### config.mk
export PLATFORM = sky130hd
export DESIGN_NAME = wb_cache_top
export DESIGN_NICKNAME = d
export VERILOG_FILES = /design/src/hdl/cache_pkg.sv /design/src/hdl/cache_tag_store.sv /design/src/hdl/cache_data_store.sv /design/src/hdl/cache_ctrl.sv /design/src/hdl/wb_cache_top.sv
export SDC_FILE = /design/constraint.sdc
export NUM_CORES = 1
export LEC_CHECK = 0
export ABC_CLOCK_PERIOD_IN_PS = 7650
export BUFFER_PORTS_ARGS = -buffer_cell sky130_fd_sc_hd__buf_4
export CAP_MARGIN = 20
export CORE_MARGIN = 4
export CORE_UTILIZATION = 60
export DETAILED_ROUTE_END_ITERATION = 10
export PLACE_DENSITY_LB_ADDON = 0.15
export SYNTH_ARGS = -nofsm -noshare
export SYNTH_HDL_FRONTEND = slang
export SYNTH_SLANG_ARGS = --single-unit
### constraint.sdc
create_clock -name ACLK -period 7.65 [get_ports ACLK]
set_clock_uncertainty 0.05 [all_clocks]
set_input_delay 0.3825 -clock ACLK [delete_from_list [all_inputs] [get_ports ACLK]]
set_output_delay 0.3825 -clock ACLK [all_outputs]
set_load 0.02 [all_outputs]
### src/hdl/cache_pkg.sv
`default_nettype none

package cache_pkg;

  // Wishbone bus widths
  localparam int ADDR_W = 32;
  localparam int DATA_W = 32;
  localparam int SEL_W  = DATA_W / 8;

  // Byte offset bits below the word index
  localparam int OFFSET_W = 2;

  // Controller states
  typedef enum logic [1:0] {
    // Idle, or checking the current request
    ST_LOOKUP    = 2'd0,
    // Victim going out to memory
    ST_WRITEBACK = 2'd1,
    // Missed word coming in from memory
    ST_FILL      = 2'd2,
    // Processor ack
    ST_RESPOND   = 2'd3
  } cache_state_e;

endpackage

`default_nettype wire

### src/hdl/cache_tag_store.sv
`timescale 1ns/10ps
`default_nettype none

module cache_tag_store
  import cache_pkg::*;
#(
  parameter int NUM_SETS = 4
) (
  input  wire                                             ACLK,
  input  wire                                             ARESETn,
  input  wire  [ADDR_W-1:0]                               cpu_adr,
  input  wire                                             write_hit,
  input  wire                                             fill,
  input  wire                                             fill_merge,
  output logic                                            hit,
  output logic                                            victim_dirty,
  output logic [ADDR_W-$clog2(NUM_SETS)-OFFSET_W-1:0]     victim_tag
);

  localparam int IDX_W = $clog2(NUM_SETS);
  localparam int TAG_W = ADDR_W - IDX_W - OFFSET_W;

  logic [TAG_W-1:0]    tag_q [NUM_SETS];
  logic [NUM_SETS-1:0] valid_q;
  logic [NUM_SETS-1:0] dirty_q;

  logic [IDX_W-1:0]    idx;
  logic [TAG_W-1:0]    req_tag;

  // Address split: tag | index | byte offset
  assign idx     = cpu_adr[OFFSET_W +: IDX_W];
  assign req_tag = cpu_adr[ADDR_W-1 -: TAG_W];

  // Lookup is combinational on the held request address
  assign hit          = valid_q[idx] && (tag_q[idx] == req_tag);
  assign victim_dirty = valid_q[idx] && dirty_q[idx];
  assign victim_tag   = tag_q[idx];

  // Valid and dirty flags
  always_ff @(posedge ACLK) begin
    if (!ARESETn) begin
      valid_q <= '0;
      dirty_q <= '0;
    end else if (fill) begin
      valid_q[idx] <= 1'b1;
      // A write miss leaves the filled line modified
      dirty_q[idx] <= fill_merge;
    end else if (write_hit) begin
      dirty_q[idx] <= 1'b1;
    end
  end

  // Tag array only changes when a new line is brought in
  always_ff @(posedge ACLK) begin
    if (fill) begin
      tag_q[idx] <= req_tag;
    end
  end

endmodule

`default_nettype wire

### src/hdl/cache_data_store.sv
`timescale 1ns/10ps
`default_nettype none

module cache_data_store
  import cache_pkg::*;
#(
  parameter int NUM_SETS = 4
) (
  input  wire               ACLK,
  input  wire  [ADDR_W-1:0] cpu_adr,
  input  wire  [DATA_W-1:0] cpu_dat_w,
  input  wire  [SEL_W-1:0]  cpu_sel,
  input  wire  [DATA_W-1:0] mem_dat_r,
  input  wire               write_hit,
  input  wire               fill,
  input  wire               fill_merge,
  output logic [DATA_W-1:0] line_data
);

  localparam int IDX_W = $clog2(NUM_SETS);

  logic [DATA_W-1:0] line_q [NUM_SETS];

  logic [IDX_W-1:0]  idx;
  logic              use_sel;
  logic [DATA_W-1:0] merged;

  assign idx       = cpu_adr[OFFSET_W +: IDX_W];
  assign line_data = line_q[idx];

  // Processor bytes apply on a write hit, and on a fill for a write miss
  assign use_sel = write_hit || (fill && fill_merge);

  // Base word is the fetched word on a fill, the stored word otherwise
  always_comb begin
    merged = fill ? mem_dat_r : line_q[idx];
    for (int b = 0; b < SEL_W; b++) begin
      if (use_sel && cpu_sel[b]) begin
        merged[8*b +: 8] = cpu_dat_w[8*b +: 8];
      end
    end
  end

  always_ff @(posedge ACLK) begin
    if (write_hit || fill) begin
      line_q[idx] <= merged;
    end
  end

endmodule

`default_nettype wire

### src/hdl/cache_ctrl.sv
`timescale 1ns/10ps
`default_nettype none

module cache_ctrl
  import cache_pkg::*;
#(
  parameter int NUM_SETS = 4
) (
  input  wire                                          ACLK,
  input  wire                                          ARESETn,
  // Processor request
  input  wire                                          cpu_cyc,
  input  wire                                          cpu_stb,
  input  wire                                          cpu_we,
  input  wire  [ADDR_W-1:0]                            cpu_adr,
  // Lookup results
  input  wire                                          hit,
  input  wire                                          victim_dirty,
  input  wire  [ADDR_W-$clog2(NUM_SETS)-OFFSET_W-1:0]  victim_tag,
  input  wire  [DATA_W-1:0]                            line_data,
  // Memory response
  input  wire  [DATA_W-1:0]                            mem_dat_r,
  input  wire                                          mem_ack,
  // Store updates
  output logic                                         write_hit,
  output logic                                         fill,
  output logic                                         fill_merge,
  // Processor response
  output logic [DATA_W-1:0]                            cpu_dat_r,
  output logic                                         cpu_ack,
  // Memory request
  output logic                                         mem_cyc,
  output logic                                         mem_stb,
  output logic                                         mem_we,
  output logic [ADDR_W-1:0]                            mem_adr,
  output logic [DATA_W-1:0]                            mem_dat_w,
  output logic [SEL_W-1:0]                             mem_sel
);

  localparam int IDX_W = $clog2(NUM_SETS);

  cache_state_e state;

  logic              req;
  logic              lookup_req;
  logic              wb_done;
  logic [IDX_W-1:0]  idx;
  logic [ADDR_W-1:0] req_adr;
  logic [ADDR_W-1:0] victim_adr;

  // The request stays up during the ack cycle, so it is ignored there
  assign req        = cpu_cyc && cpu_stb && !cpu_ack;
  assign lookup_req = (state == ST_LOOKUP) && req;

  assign idx        = cpu_adr[OFFSET_W +: IDX_W];
  assign req_adr    = {cpu_adr[ADDR_W-1:OFFSET_W], {OFFSET_W{1'b0}}};
  assign victim_adr = {victim_tag, idx, {OFFSET_W{1'b0}}};

  assign wb_done = (state == ST_WRITEBACK) && mem_stb && mem_ack;

  // Store update strobes, one cycle each
  assign write_hit  = lookup_req && hit && cpu_we;
  assign fill       = (state == ST_FILL) && mem_stb && mem_ack;
  assign fill_merge = cpu_we;

  // Blocks are one word, so memory always moves whole words
  assign mem_sel = {SEL_W{1'b1}};

  // FSM and bus control
  always_ff @(posedge ACLK) begin
    if (!ARESETn) begin
      state   <= ST_LOOKUP;
      cpu_ack <= 1'b0;
      mem_cyc <= 1'b0;
      mem_stb <= 1'b0;
      mem_we  <= 1'b0;
    end else begin
      cpu_ack <= 1'b0;
      case (state)
        ST_LOOKUP: begin
          if (req) begin
            if (hit) begin
              state <= ST_RESPOND;
            end else begin
              // Miss: start the victim write or go straight to the read
              mem_cyc <= 1'b1;
              mem_stb <= 1'b1;
              mem_we  <= victim_dirty;
              state   <= victim_dirty ? ST_WRITEBACK : ST_FILL;
            end
          end
        end

        ST_WRITEBACK: begin
          if (wb_done) begin
            // Close the write cycle, the read starts one cycle later
            mem_cyc <= 1'b0;
            mem_stb <= 1'b0;
            mem_we  <= 1'b0;
            state   <= ST_FILL;
          end
        end

        ST_FILL: begin
          if (!mem_stb) begin
            mem_cyc <= 1'b1;
            mem_stb <= 1'b1;
          end else if (mem_ack) begin
            mem_cyc <= 1'b0;
            mem_stb <= 1'b0;
            state   <= ST_RESPOND;
          end
        end

        ST_RESPOND: begin
          cpu_ack <= 1'b1;
          state   <= ST_LOOKUP;
        end

        default: begin
          state <= ST_LOOKUP;
        end
      endcase
    end
  end

  // Bus payload
  always_ff @(posedge ACLK) begin
    if (lookup_req) begin
      // Victim address only matters when a writeback follows
      mem_adr   <= victim_dirty ? victim_adr : req_adr;
      mem_dat_w <= line_data;
      if (!cpu_we) begin
        cpu_dat_r <= line_data;
      end
    end
    if (wb_done) begin
      mem_adr <= req_adr;
    end
    // Read miss returns the fetched word
    if (fill && !cpu_we) begin
      cpu_dat_r <= mem_dat_r;
    end
  end

endmodule

`default_nettype wire

### src/hdl/wb_cache_top.sv
`timescale 1ns/10ps
`default_nettype none

module wb_cache_top
  import cache_pkg::*;
#(
  parameter int NUM_SETS = 4
) (
  input  wire               ACLK,
  input  wire               ARESETn,
  // Processor side, Wishbone slave
  input  wire               cpu_cyc,
  input  wire               cpu_stb,
  input  wire               cpu_we,
  input  wire  [ADDR_W-1:0] cpu_adr,
  input  wire  [DATA_W-1:0] cpu_dat_w,
  input  wire  [SEL_W-1:0]  cpu_sel,
  output logic [DATA_W-1:0] cpu_dat_r,
  output logic              cpu_ack,
  // Memory side, Wishbone master
  output logic              mem_cyc,
  output logic              mem_stb,
  output logic              mem_we,
  output logic [ADDR_W-1:0] mem_adr,
  output logic [DATA_W-1:0] mem_dat_w,
  output logic [SEL_W-1:0]  mem_sel,
  input  wire  [DATA_W-1:0] mem_dat_r,
  input  wire               mem_ack
);

  localparam int TAG_W = ADDR_W - $clog2(NUM_SETS) - OFFSET_W;

  // Lookup results
  logic              hit;
  logic              victim_dirty;
  logic [TAG_W-1:0]  victim_tag;
  logic [DATA_W-1:0] line_data;

  // Store updates
  logic              write_hit;
  logic              fill;
  logic              fill_merge;

  // Tag and data stores see the same index every cycle
  cache_tag_store #(
    .NUM_SETS(NUM_SETS)
  ) tag_i (
    .ACLK        (ACLK),
    .ARESETn     (ARESETn),
    .cpu_adr     (cpu_adr),
    .write_hit   (write_hit),
    .fill        (fill),
    .fill_merge  (fill_merge),
    .hit         (hit),
    .victim_dirty(victim_dirty),
    .victim_tag  (victim_tag)
  );

  cache_data_store #(
    .NUM_SETS(NUM_SETS)
  ) data_i (
    .ACLK      (ACLK),
    .cpu_adr   (cpu_adr),
    .cpu_dat_w (cpu_dat_w),
    .cpu_sel   (cpu_sel),
    .mem_dat_r (mem_dat_r),
    .write_hit (write_hit),
    .fill      (fill),
    .fill_merge(fill_merge),
    .line_data (line_data)
  );

  cache_ctrl #(
    .NUM_SETS(NUM_SETS)
  ) ctrl_i (
    .ACLK        (ACLK),
    .ARESETn     (ARESETn),
    .cpu_cyc     (cpu_cyc),
    .cpu_stb     (cpu_stb),
    .cpu_we      (cpu_we),
    .cpu_adr     (cpu_adr),
    .hit         (hit),
    .victim_dirty(victim_dirty),
    .victim_tag  (victim_tag),
    .line_data   (line_data),
    .mem_dat_r   (mem_dat_r),
    .mem_ack     (mem_ack),
    .write_hit   (write_hit),
    .fill        (fill),
    .fill_merge  (fill_merge),
    .cpu_dat_r   (cpu_dat_r),
    .cpu_ack     (cpu_ack),
    .mem_cyc     (mem_cyc),
    .mem_stb     (mem_stb),
    .mem_we      (mem_we),
    .mem_adr     (mem_adr),
    .mem_dat_w   (mem_dat_w),
    .mem_sel     (mem_sel)
  );

endmodule

`default_nettype wire

# ---- Word-level counts from Yosys, hierarchy flattened
# Memory sizes are Yosys's and may differ from the RTL's.
# Cells that the tools add are included.
dict set report totals {
  regBits 110
  ram_bits 240
  output_inout_bits 104
  word_cells 105
  memories 2
}
dict set report op_classes {
  n_lt_le_gt_ge 2
  muxes 44
  n_bitwise 2
  n_eq_ne 11
  reduce_logical 33
}
# name words width read_ports rd_clocked_by_memory_dff write_ports line_no
set memory_table {}
lappend memory_table {data_i.line_q 4 32 1 0 1 cache_data_store.sv:22} ;# logic [DATA_W-1:0] line_q [NUM_SETS];
lappend memory_table {tag_i.tag_q 4 28 1 0 1 cache_tag_store.sv:23} ;# logic [TAG_W-1:0] tag_q [NUM_SETS];
# op count
set op_table {}
lappend op_table {{32-bit two-way mux} 7}
lappend op_table {{8-bit two-way mux} 4}
lappend op_table {{28-bit == test} 1}
lappend op_table {{1-bit logical AND} 18}
lappend op_table {{1-bit two-way mux} 17}
lappend op_table {{2-bit two-way mux} 6}
lappend op_table {{4-bit AND reduction} 3}
lappend op_table {{4-bit two-way mux} 2}
lappend op_table {{2-bit by 1-bit inequality test with 1-bit output, second input constant} 4}
lappend op_table {{4-bit OR} 2}
lappend op_table {{2-bit case mux with 4 select lines} 1}
lappend op_table {{2-bit nonzero test} 4}
lappend op_table {{1-bit case mux with 3 select lines} 2}
lappend op_table {{5-bit AND reduction} 1}
lappend op_table {{1-bit binary-select mux with 2-bit select} 2}
lappend op_table {{4-bit bitwise mux} 1}
lappend op_table {{2-bit == test, second input constant} 2}
lappend op_table {{2-bit inequality test, second input constant} 2}
lappend op_table {{2-bit by 3-bit < comparator with 1-bit output, second input constant} 1}
lappend op_table {{3-bit inequality test, second input constant} 1}
lappend op_table {{3-bit nonzero test} 1}
lappend op_table {{1-bit demux with 2-bit select} 1}
lappend op_table {{2-bit by 1-bit == test with 1-bit output, second input constant} 1}
lappend op_table {{2-bit by 1-bit >= comparator with 1-bit output, second input constant} 1}
lappend op_table {{5 further kinds} 7}

# ---- Longest topological paths before layout
# Gate-level depths: netlist of run 1.
dict set report depth {
  word_depth 8
  mapped_depth 11
}

# ---- By module
# From an unflattened synthesis of run 1, not the netlist that was laid out.
dict set report unflattened {
  hier_cells 748
  hier_area_um2 14740.4
}
# module area_each_um2 cells_each n_inst seq_area_each_um2
set by_module_without_submodules {}
lappend by_module_without_submodules {cache_data_store 5447.7 246 1 3843.7}
lappend by_module_without_submodules {cache_tag_store 5089.9 280 1 3523.4}
lappend by_module_without_submodules {cache_ctrl 4202.8 222 1 2942.8}

# ---- Worst setup path after synthesis of run 1
# No wires, ideal clock.
dict set report synth_timing {
  path_type {input port to flip-flop}
  start {in cpu_adr[2]}
  end {mem data_i.line_q[0][0], enable pin}
  setup_slack_ns 2.588
  stages 10
  n_path_buf 3
  arrival_ns 4.552
  setup_ns 0.461
  path_cell_list {buf_4 buf_8 mux4_2 xor2_1 nor4_1 nand4_1 and4bb_1 buf_6 a31oi_1 nor3_1}
}
dict set report synth_via {
  elab_chain_cells 8
  elab_cells_between_ends 10
}
# element line_no
set synth_lines {}
lappend synth_lines {{start: declaration} wb_cache_top.sv:15} ;# input wire [ADDR_W-1:0] cpu_adr,
lappend synth_lines {{memory read 4 x 28 bit or 1-bit binary-select mux with 2-bit select (tied branches)} --}
lappend synth_lines {{28-bit == test or 1-bit two-way mux (tied branches)} cache_tag_store.sv:35} ;# assign hit = valid_q[idx] && (tag_q[idx] == req_tag);
lappend synth_lines {{1-bit logical AND} cache_tag_store.sv:35}
lappend synth_lines {{1-bit logical AND (2 in a row)} cache_ctrl.sv:62} ;# assign write_hit = lookup_req && hit && cpu_we;
lappend synth_lines {{1-bit logical OR} cache_data_store.sv:45} ;# if (write_hit || fill) begin
lappend synth_lines {{1-bit two-way mux} cache_data_store.sv:45}
lappend synth_lines {{1-bit two-way mux (implied by the code)} cache_data_store.sv:46} ;# line_q[idx] <= merged;
lappend synth_lines {{end: declaration} cache_data_store.sv:22}
# Several ways; a longest one is shown, not always the timed one. The select of a mux whose other input is x is not followed.

# ---- Final worst setup path of run 1
dict set report layout_timing {
  start {in cpu_adr[2]}
  end {mem data_i.line_q[1][21], enable pin}
}
# Same word-level chain as after synthesis.

==> impl_metrics.tcl, run 1 <==
set metrics [dict create \
    netlist_top_cells_area "edfxtp_1, mux4_2, mux2_2, mux2_4, nand2_1" \
    ctsHoldBuffers 0 \
    dp_slack_ns 2.293 \
    worst_setup_path_start_kind "input port" \
    synth-seq-cells 348 \
    ys_async_sr_fraction 0 \
    synth_area_um2 14750 \
    placedInstanceArea_um2 16590 \
    timing.final.crit_share 0.6296 \
    critical-path-top-delay-family "simple AND/OR/NAND/NOR gates" \
    critPathSlowestCell "nor2_4" \
    wire_length_of_the_first_global_routing_pass_mm 46.88 \
    master_cell_of_the_clock_root_buffer "clkbuf_16" \
    yosysWarnings 0 \
    global_route.overflow_total 0 \
    insertedDiodeCount 0 \
    post-route-min-period_ns 4.817 \
    clk_pin_slew_worst_paths_ns 0.06 \
    synthDominantCellAreaShare 0.6798 \
    cts_made_buffers 36 \
    post-layout-total-power_uw 4558 \
    report.final.hold_viol_count 0 \
    timing.critical_path.buf_inv 2 \
    first_pass_iters 5 \
    tns_ns 0 \
    start_util 0.6085 \
    floorplan.die.width_um 164.8 \
    grt_antenna_before_repair 0 \
    ctsLongestPathBuffers 3 \
    htree_num_levels 2 \
    multiInputGateArea_um2 4237 \
    fin_area_um2 17690 \
    drive_above_1_share 0.3803 \
    area_delta_synth_final_pct 19.89 \
    placeableCoreArea_um2 24250 \
    placementRows 57 \
    timing_max_transition_violations_final 0 \
    grtUsageTotal 0.2253 \
    drc 0 \
    synthesis.instances 870 \
    drt-vias-per-instance 5.792 \
    synth_cell_type_count 59 \
    worst_stage_delay_on_the_critical_path_ns 0.93 \
    power_density_nw_per_um2 257.7 \
    avgRoutedWirePerCell_um 21.29 \
    cap_violations 0 \
    vdd_drop_max_uv 272.1 \
    io_buffer_count 201 \
    cp_max_fo 52 \
    post-cts-setup-buffer-count 0 \
    pin_slew_with_the_least_headroom_to_its_limit_ns 1.054 \
    nature_of_the_critical_path_endpoint "flip-flop" \
    sequential_cell_area_um2 10310 \
    synth_enable_flop_cells 334 \
    die_height_um 164.8 \
    ys_seq_area_frac 0.6988 \
    layout.filler_cells 1556 \
    drt-total-wl_mm 30.47 \
    most_used_flip_flop_cell_after_synthesis "edfxtp_1" \
    antenna_left 0 \
    postSynthAreaPerCell_um2 16.96 \
    rsz0062_at_grt "no" \
    first_global_vias 8474 \
    clock_network_latency_to_the_later_pin_of_the_worst_skew_pair_ns 0.50 \
    cp.required_ns 7.72 \
    design.portCount 210 \
    drt_iter0_drc 740 \
    worstPathCellList "buf_4 -> inv_1 -> a21o_1 -> or4_4 -> a2111oi_2 -> and4bb_1 -> a31oi_1 -> nor2_4" \
    timing.max_slew.rel_slack 0.2960 \
    power_leakage_uw 0.006473 \
    cts_sinks 348 \
    final_net_count 1191 \
    gpl.final_weighted_congestion 0.8019 \
    max_freq_mhz 207.6 \
    outcome "complete, no violations" \
    tritoncts_clock_tree "done" \
    grt_max_degree 53 \
    hpwl_mm 19.33 \
    hold_path_class "input port to flip-flop" \
    post_cts.resized_instances 0 \
    data_arrival_at_the_endpoint_of_the_critical_path_ns 4.88 \
    criticalPathCategory "input port to flip-flop" \
    fin_hold_ws_ns 0.06903 \
    finalSetupViolations 0 \
    final_critical_path_setup_slack_ns 2.833 \
    fp.dieArea_um2 27160 \
    dr_total_vias 8289 \
    synth.largest_area_cell "edfxtp_1" \
]
==> per-stage QoR <==
step / utilization / cells
floorplan: - / 874
global placement: 0.6841 / 1367
detailed placement: 0.6841 / 1367
CTS: 0.7295 / 1431
global route: 0.7295 / 1431
finish: 0.7295 / 1431
==> worst paths after layout <==
| kind | slack, ns | from | endpoint | cells after the start |
|---|---|---|---|---|
| worst min-delay path | 0.07 | cpu_adr[16] | tag_i.tag_q[0][12] | 1 |
| worst max-delay path | 2.83 | cpu_adr[2] | data_i.line_q[1][21] | 8 |
| worst max register to register | 3.39 | tag_i.tag_q[3][9] | data_i.line_q[1][21] | 7 |
| worst min register to register | 0.42 | tag_i.valid_q[2] | tag_i.valid_q[2] | 2 |
==> cells by family (layout without fill, tap and decap cells) <==
| kind of cell | count (synthesis) | count (layout) | share of synthesized area |
|---|---|---|---|
| flops | 348 | 348 | 0.6988 |
| simple gates | 206 | 206 | 0.05868 |
| mux | 161 | 161 | 0.1681 |
| compound gates | 74 | 74 | 0.03842 |
| buf+inv | 53 | 286 | 0.01908 |
| xor+xnor | 22 | 22 | 0.01306 |
| fa+ha+maj | 4 | 4 | 0.003392 |
| other cells | 2 | 6 | 0.0005090 |
==> final cells by class <==
type                    instances  area share
clock buffers                  47     0.05447
clock inverters                17    0.007710
inverters                       8    0.001698
multi-input cells             473      0.2395
flip-flops and latches        348      0.5829
well taps                     324     0.02292
repair buffers                214     0.09083
==> flip-flops by register name, summed over array words and instances, names as in the netlist, 2 cells and up <==
register	count
data_i.line_q	128
tag_i.tag_q	112
ctrl_i.cpu_dat_r	32
ctrl_i.mem_dat_w	32
ctrl_i.mem_adr	30
tag_i.dirty_q	4
tag_i.valid_q	4
ctrl_i.state	2
==> power breakdown <==
part	switching (µW)	leakage, µW	internal (µW)
Sequential	34.7	0.00314	2240
Combinational	395	0.00279	271
Clock	663	0.000540	956
==> cells in the mapped netlist (all sizes together) (3+ instances only) <==
master / n
nor3: 3
xnor2: 12
o21ai: 16
inv: 8
o2111ai: 5
o22ai: 3
clkbuf: 21
mux2: 85
o221ai: 3
nand3: 4
nand4: 3
mux4: 51
nand2b: 7
nand2: 128
and2: 4
edfxtp: 334
nor2: 44
o211ai: 4
a21oi: 13
nand3b: 3
xor2: 10
mux2i: 25
ha: 4
a31oi: 5
or3: 3
buf: 24
dfxtp: 14
o31ai: 3
==> routing by layer <==
layer / part of all wire / track usage / wire length, µm
met3: 0.070 / 0.05166 / 2143
met2: 0.50 / 0.3781 / 15320
met4: 0.019 / 0.05709 / 585
met5: 0 / 0 / 0
met1: 0.41 / 0.3029 / 12420
==> cells in the final DEF (no fill, tap or decap), types with 12 or more instances in the layout <==
cell type and instances:
buf_4 214, clkbuf_16 37, dfxtp_1 14, edfxtp_1 334
mux2_2 53, mux2_4 32, mux2i_1 24, mux4_2 51
nand2_1 128, nor2_1 38, o21ai_0 15, xnor2_1 12
==> worst reg2reg max path, cell delays in order (launching register included) <==
cell and delay (ns):
edfxtp_1 0.36, mux4_2 0.49, xor2_1 0.16, nor4_1 0.42
nand4_1 0.20, and4bb_1 0.79, a31oi_1 0.44, nor2_4 0.93
Note: power is estimated with default switching activity, not from simulation.
==> run 2: changes to the inputs <==
ABC_AREA = 1   (was not set)
ABC_CLOCK_PERIOD_IN_PS = 5000   (was 7650)
CORE_UTILIZATION = 58   (was 60)
clock period = 5 ns   (was 7.65 ns; I/O delays follow)
==> run 2 against run 1 <==
Sequential power is 53% higher; routed wire length is 23% higher; highest routed layer is now met5; combinational power is 64% higher; via count is 36% higher; sequential cell count stayed put; cell area is 4.7% higher; count of clock-buffer cells in the layout is 2 lower; non-clock buffer count is 35 higher; first-iteration DRC count is 71% higher; register-to-register slack worse by 1.8 ns; critical path type unchanged; sequential share of layout area is 2.6 points lower; largest power group unchanged.
==> impl_metrics.tcl, run 2 <==
set metrics [dict create \
    worst_setup_path_start_kind "input port" \
    floorplan.die.width_um 169.9 \
    area_delta_synth_final_pct 21.89 \
    cp_max_fo 37 \
    drive_above_1_share 0.1818 \
    grt_max_degree 65 \
    power_leakage_uw 0.007666 \
    master_cell_of_the_clock_root_buffer "clkbuf_16" \
    die_height_um 169.9 \
    fin_area_um2 18520 \
    ys_async_sr_fraction 0 \
    fin_hold_ws_ns 0.03165 \
    timing.final.crit_share 0.6769 \
    placedInstanceArea_um2 17030 \
    power.share.combinational 0.150 \
    rsz0062_at_grt "no" \
    synth-seq-cells 348 \
    data_arrival_at_the_endpoint_of_the_critical_path_ns 3.55 \
    drt-vias-per-instance 5.579 \
    synth_cell_type_count 31 \
    most_used_flip_flop_cell_after_synthesis "edfxtp_1" \
    cp.required_ns 5.16 \
    timing_max_transition_violations_final 0 \
    power_density_nw_per_um2 391.1 \
    netlist_top_cells_area "edfxtp_1, nand2_1, o21ai_0, a22oi_1, inv_1" \
    placementRows 58 \
    gpl.final_weighted_congestion 0.9215 \
    clock_network_latency_to_the_later_pin_of_the_worst_skew_pair_ns 0.52 \
    nature_of_the_critical_path_endpoint "flip-flop" \
    wire_length_of_the_first_global_routing_pass_mm 58.39 \
    synth_area_um2 15190 \
    drt_iter0_drc 1266 \
    antenna_left 0 \
    design.portCount 210 \
    final_net_count 1771 \
    layout.cells.most_common_list "nand2_1, edfxtp_1, buf_4" \
    htree_num_levels 2 \
    layout.cells.most_common "nand2_1" \
    tritoncts_clock_tree "done" \
    global_route.overflow_total 0 \
    cts_made_buffers 36 \
    clock_power_share 0.371 \
    synthesis.instances 1435 \
    grtUsageTotal 0.2569 \
    vdd_drop_max_uv 294.8 \
    p_sw_uw 1869 \
    clk_pin_slew_worst_paths_ns 0.06 \
    layout.filler_cells 1776 \
    synth.most_common_cell "nand2_1" \
    criticalPathCategory "input port to flip-flop" \
    yosysWarnings 0 \
    start_util 0.5965 \
    report.final.hold_viol_count 0 \
    hpwl_mm 23.72 \
    ctsLongestPathBuffers 3 \
    largest_reg_flops 128 \
    insertedDiodeCount 0 \
    drc 0 \
    finalSetupViolations 0 \
    max_flop_register "data_i.line_q" \
    hold_path_class "input port to flip-flop" \
    max_freq_mhz 295.5 \
    fin_util 0.7270 \
    first_pass_iters 6 \
    pin_slew_with_the_least_headroom_to_its_limit_ns 1.056 \
    synthDominantCellAreaShare 0.6601 \
    dp_cells 1924 \
    switching_share 0.2581 \
    cts_sinks 348 \
    placeableCoreArea_um2 25470 \
    tns_ns 0 \
    cap_violations 0 \
    grt_antenna_before_repair 1 \
    dr_total_vias 11270 \
    postSynthAreaPerCell_um2 10.59 \
    avgRoutedWirePerCell_um 18.58 \
    netlist_top_cells_count "nand2_1, edfxtp_1, inv_1" \
    drt-total-wl_mm 37.51 \
    timing.max_slew.rel_slack 0.2959 \
    post_cts.resized_instances 0 \
    ys_seq_area_frac 0.6786 \
    number_of_standard_cells_in_the_layout_taps_in_and_fillers_out 2019 \
    power.sequential.fraction 0.479 \
    first_global_vias 10920 \
    reg2reg_setup_slack_ns 1.63 \
    outcome "complete, no violations" \
    io_buffer_count 201 \
    post-route-min-period_ns 3.384 \
    synth_enable_flop_cells 334 \
    top_regs "data_i.line_q (128), tag_i.tag_q (112)" \
    fp.dieArea_um2 28850 \
    synth.largest_area_cell "edfxtp_1" \
    internal_power_uw 5374 \
]
## run 2: repair_timing
action / 4_1_cts / 5_1_grt
endpoints found under the hold margin: 121 / 0
hold buffers: 29 / 0
buffers inserted: 0 / 0
## run 2: power groups by stage
| stage | Clock, µW | Sequential, µW | Combinational [µW] |
|---|---|---|---|
| floorplan | 0 | 3640 | 525 |
| global placement | 0 | 3530 | 1030 |
| detailed placement | 0 | 3530 | 1060 |
| CTS | 2710 | 3470 | 1090 |
| global route | 2830 | 3480 | 1200 |
| finish | 2690 | 3470 | 1090 |
## run 2: through the flow
stage	setup slack, ns	total power [µW]
2_1_floorplan	0.2615	4166
3_3_place_gp	1.091	4554
3_5_place_dp	1.080	4589
4_1_cts	1.615	7271
5_1_grt	1.317	7509
6_report	1.616	7243
## run 2: worst paths after layout
kind,cells past startpoint,end,start
min,3,ctrl_i.cpu_dat_r[26],mem_dat_r[26]
max reg2reg,12,data_i.line_q[3][20],ctrl_i.state[0]
max,15,data_i.line_q[3][20],cpu_adr[3]
min reg2reg,2,tag_i.valid_q[1],tag_i.valid_q[1]
## run 2: worst max-delay path, stage by stage
cell and delay, ns:
buf_4 0.36, inv_1 0.49, nor2_2 0.18, buf_4 0.42, a21oi_1 0.12, nand2_1 0.18
nand3_1 0.09, nor2_1 0.10, nand2_1 0.07, nor2_2 0.12, nand3_2 0.15, nand2_8 0.29
inv_1 0.26, nor2_4 0.16, buf_12 0.24
## run 2: layout make-up
cell class | count | area, µm² | share of cell area
Timing Repair Buffer | 249 | 1992 | 0.1076
Clock buffer | 45 | 1008 | 0.05446
Sequential cell | 348 | 10310 | 0.5567
Clock inverter | 21 | 191.4 | 0.01034
Multi-Input combinational cell | 921 | 4210 | 0.2273
Inverter | 105 | 394.1 | 0.02128
Tap cell | 330 | 412.9 | 0.02230
## run 2: kinds of logic (layout without fill, tap and decap cells)
| kind of cell | after synthesis | count (layout) | synth area share |
|---|---|---|---|
| AO/OA/AOI/OAI | 170 | 170 | 0.06539 |
| adder cells (fa/ha/maj) | 4 | 4 | 0.003294 |
| buffers and inverters | 170 | 420 | 0.04982 |
| flip-flops | 348 | 348 | 0.6786 |
| other | 2 | 6 | 0.0004943 |
| AND/OR/NAND/NOR | 741 | 741 | 0.2024 |
## run 2: per-layer routing
layer  global-route usage  routed length [µm]  vias to the layer above
li1                     -                   -                     5358
met1               0.3574               14880                     5279
met5                    0                   7                        -
met2               0.4250               18450                      552
met4              0.06930                 783                        2
met3              0.04506                3395                       74
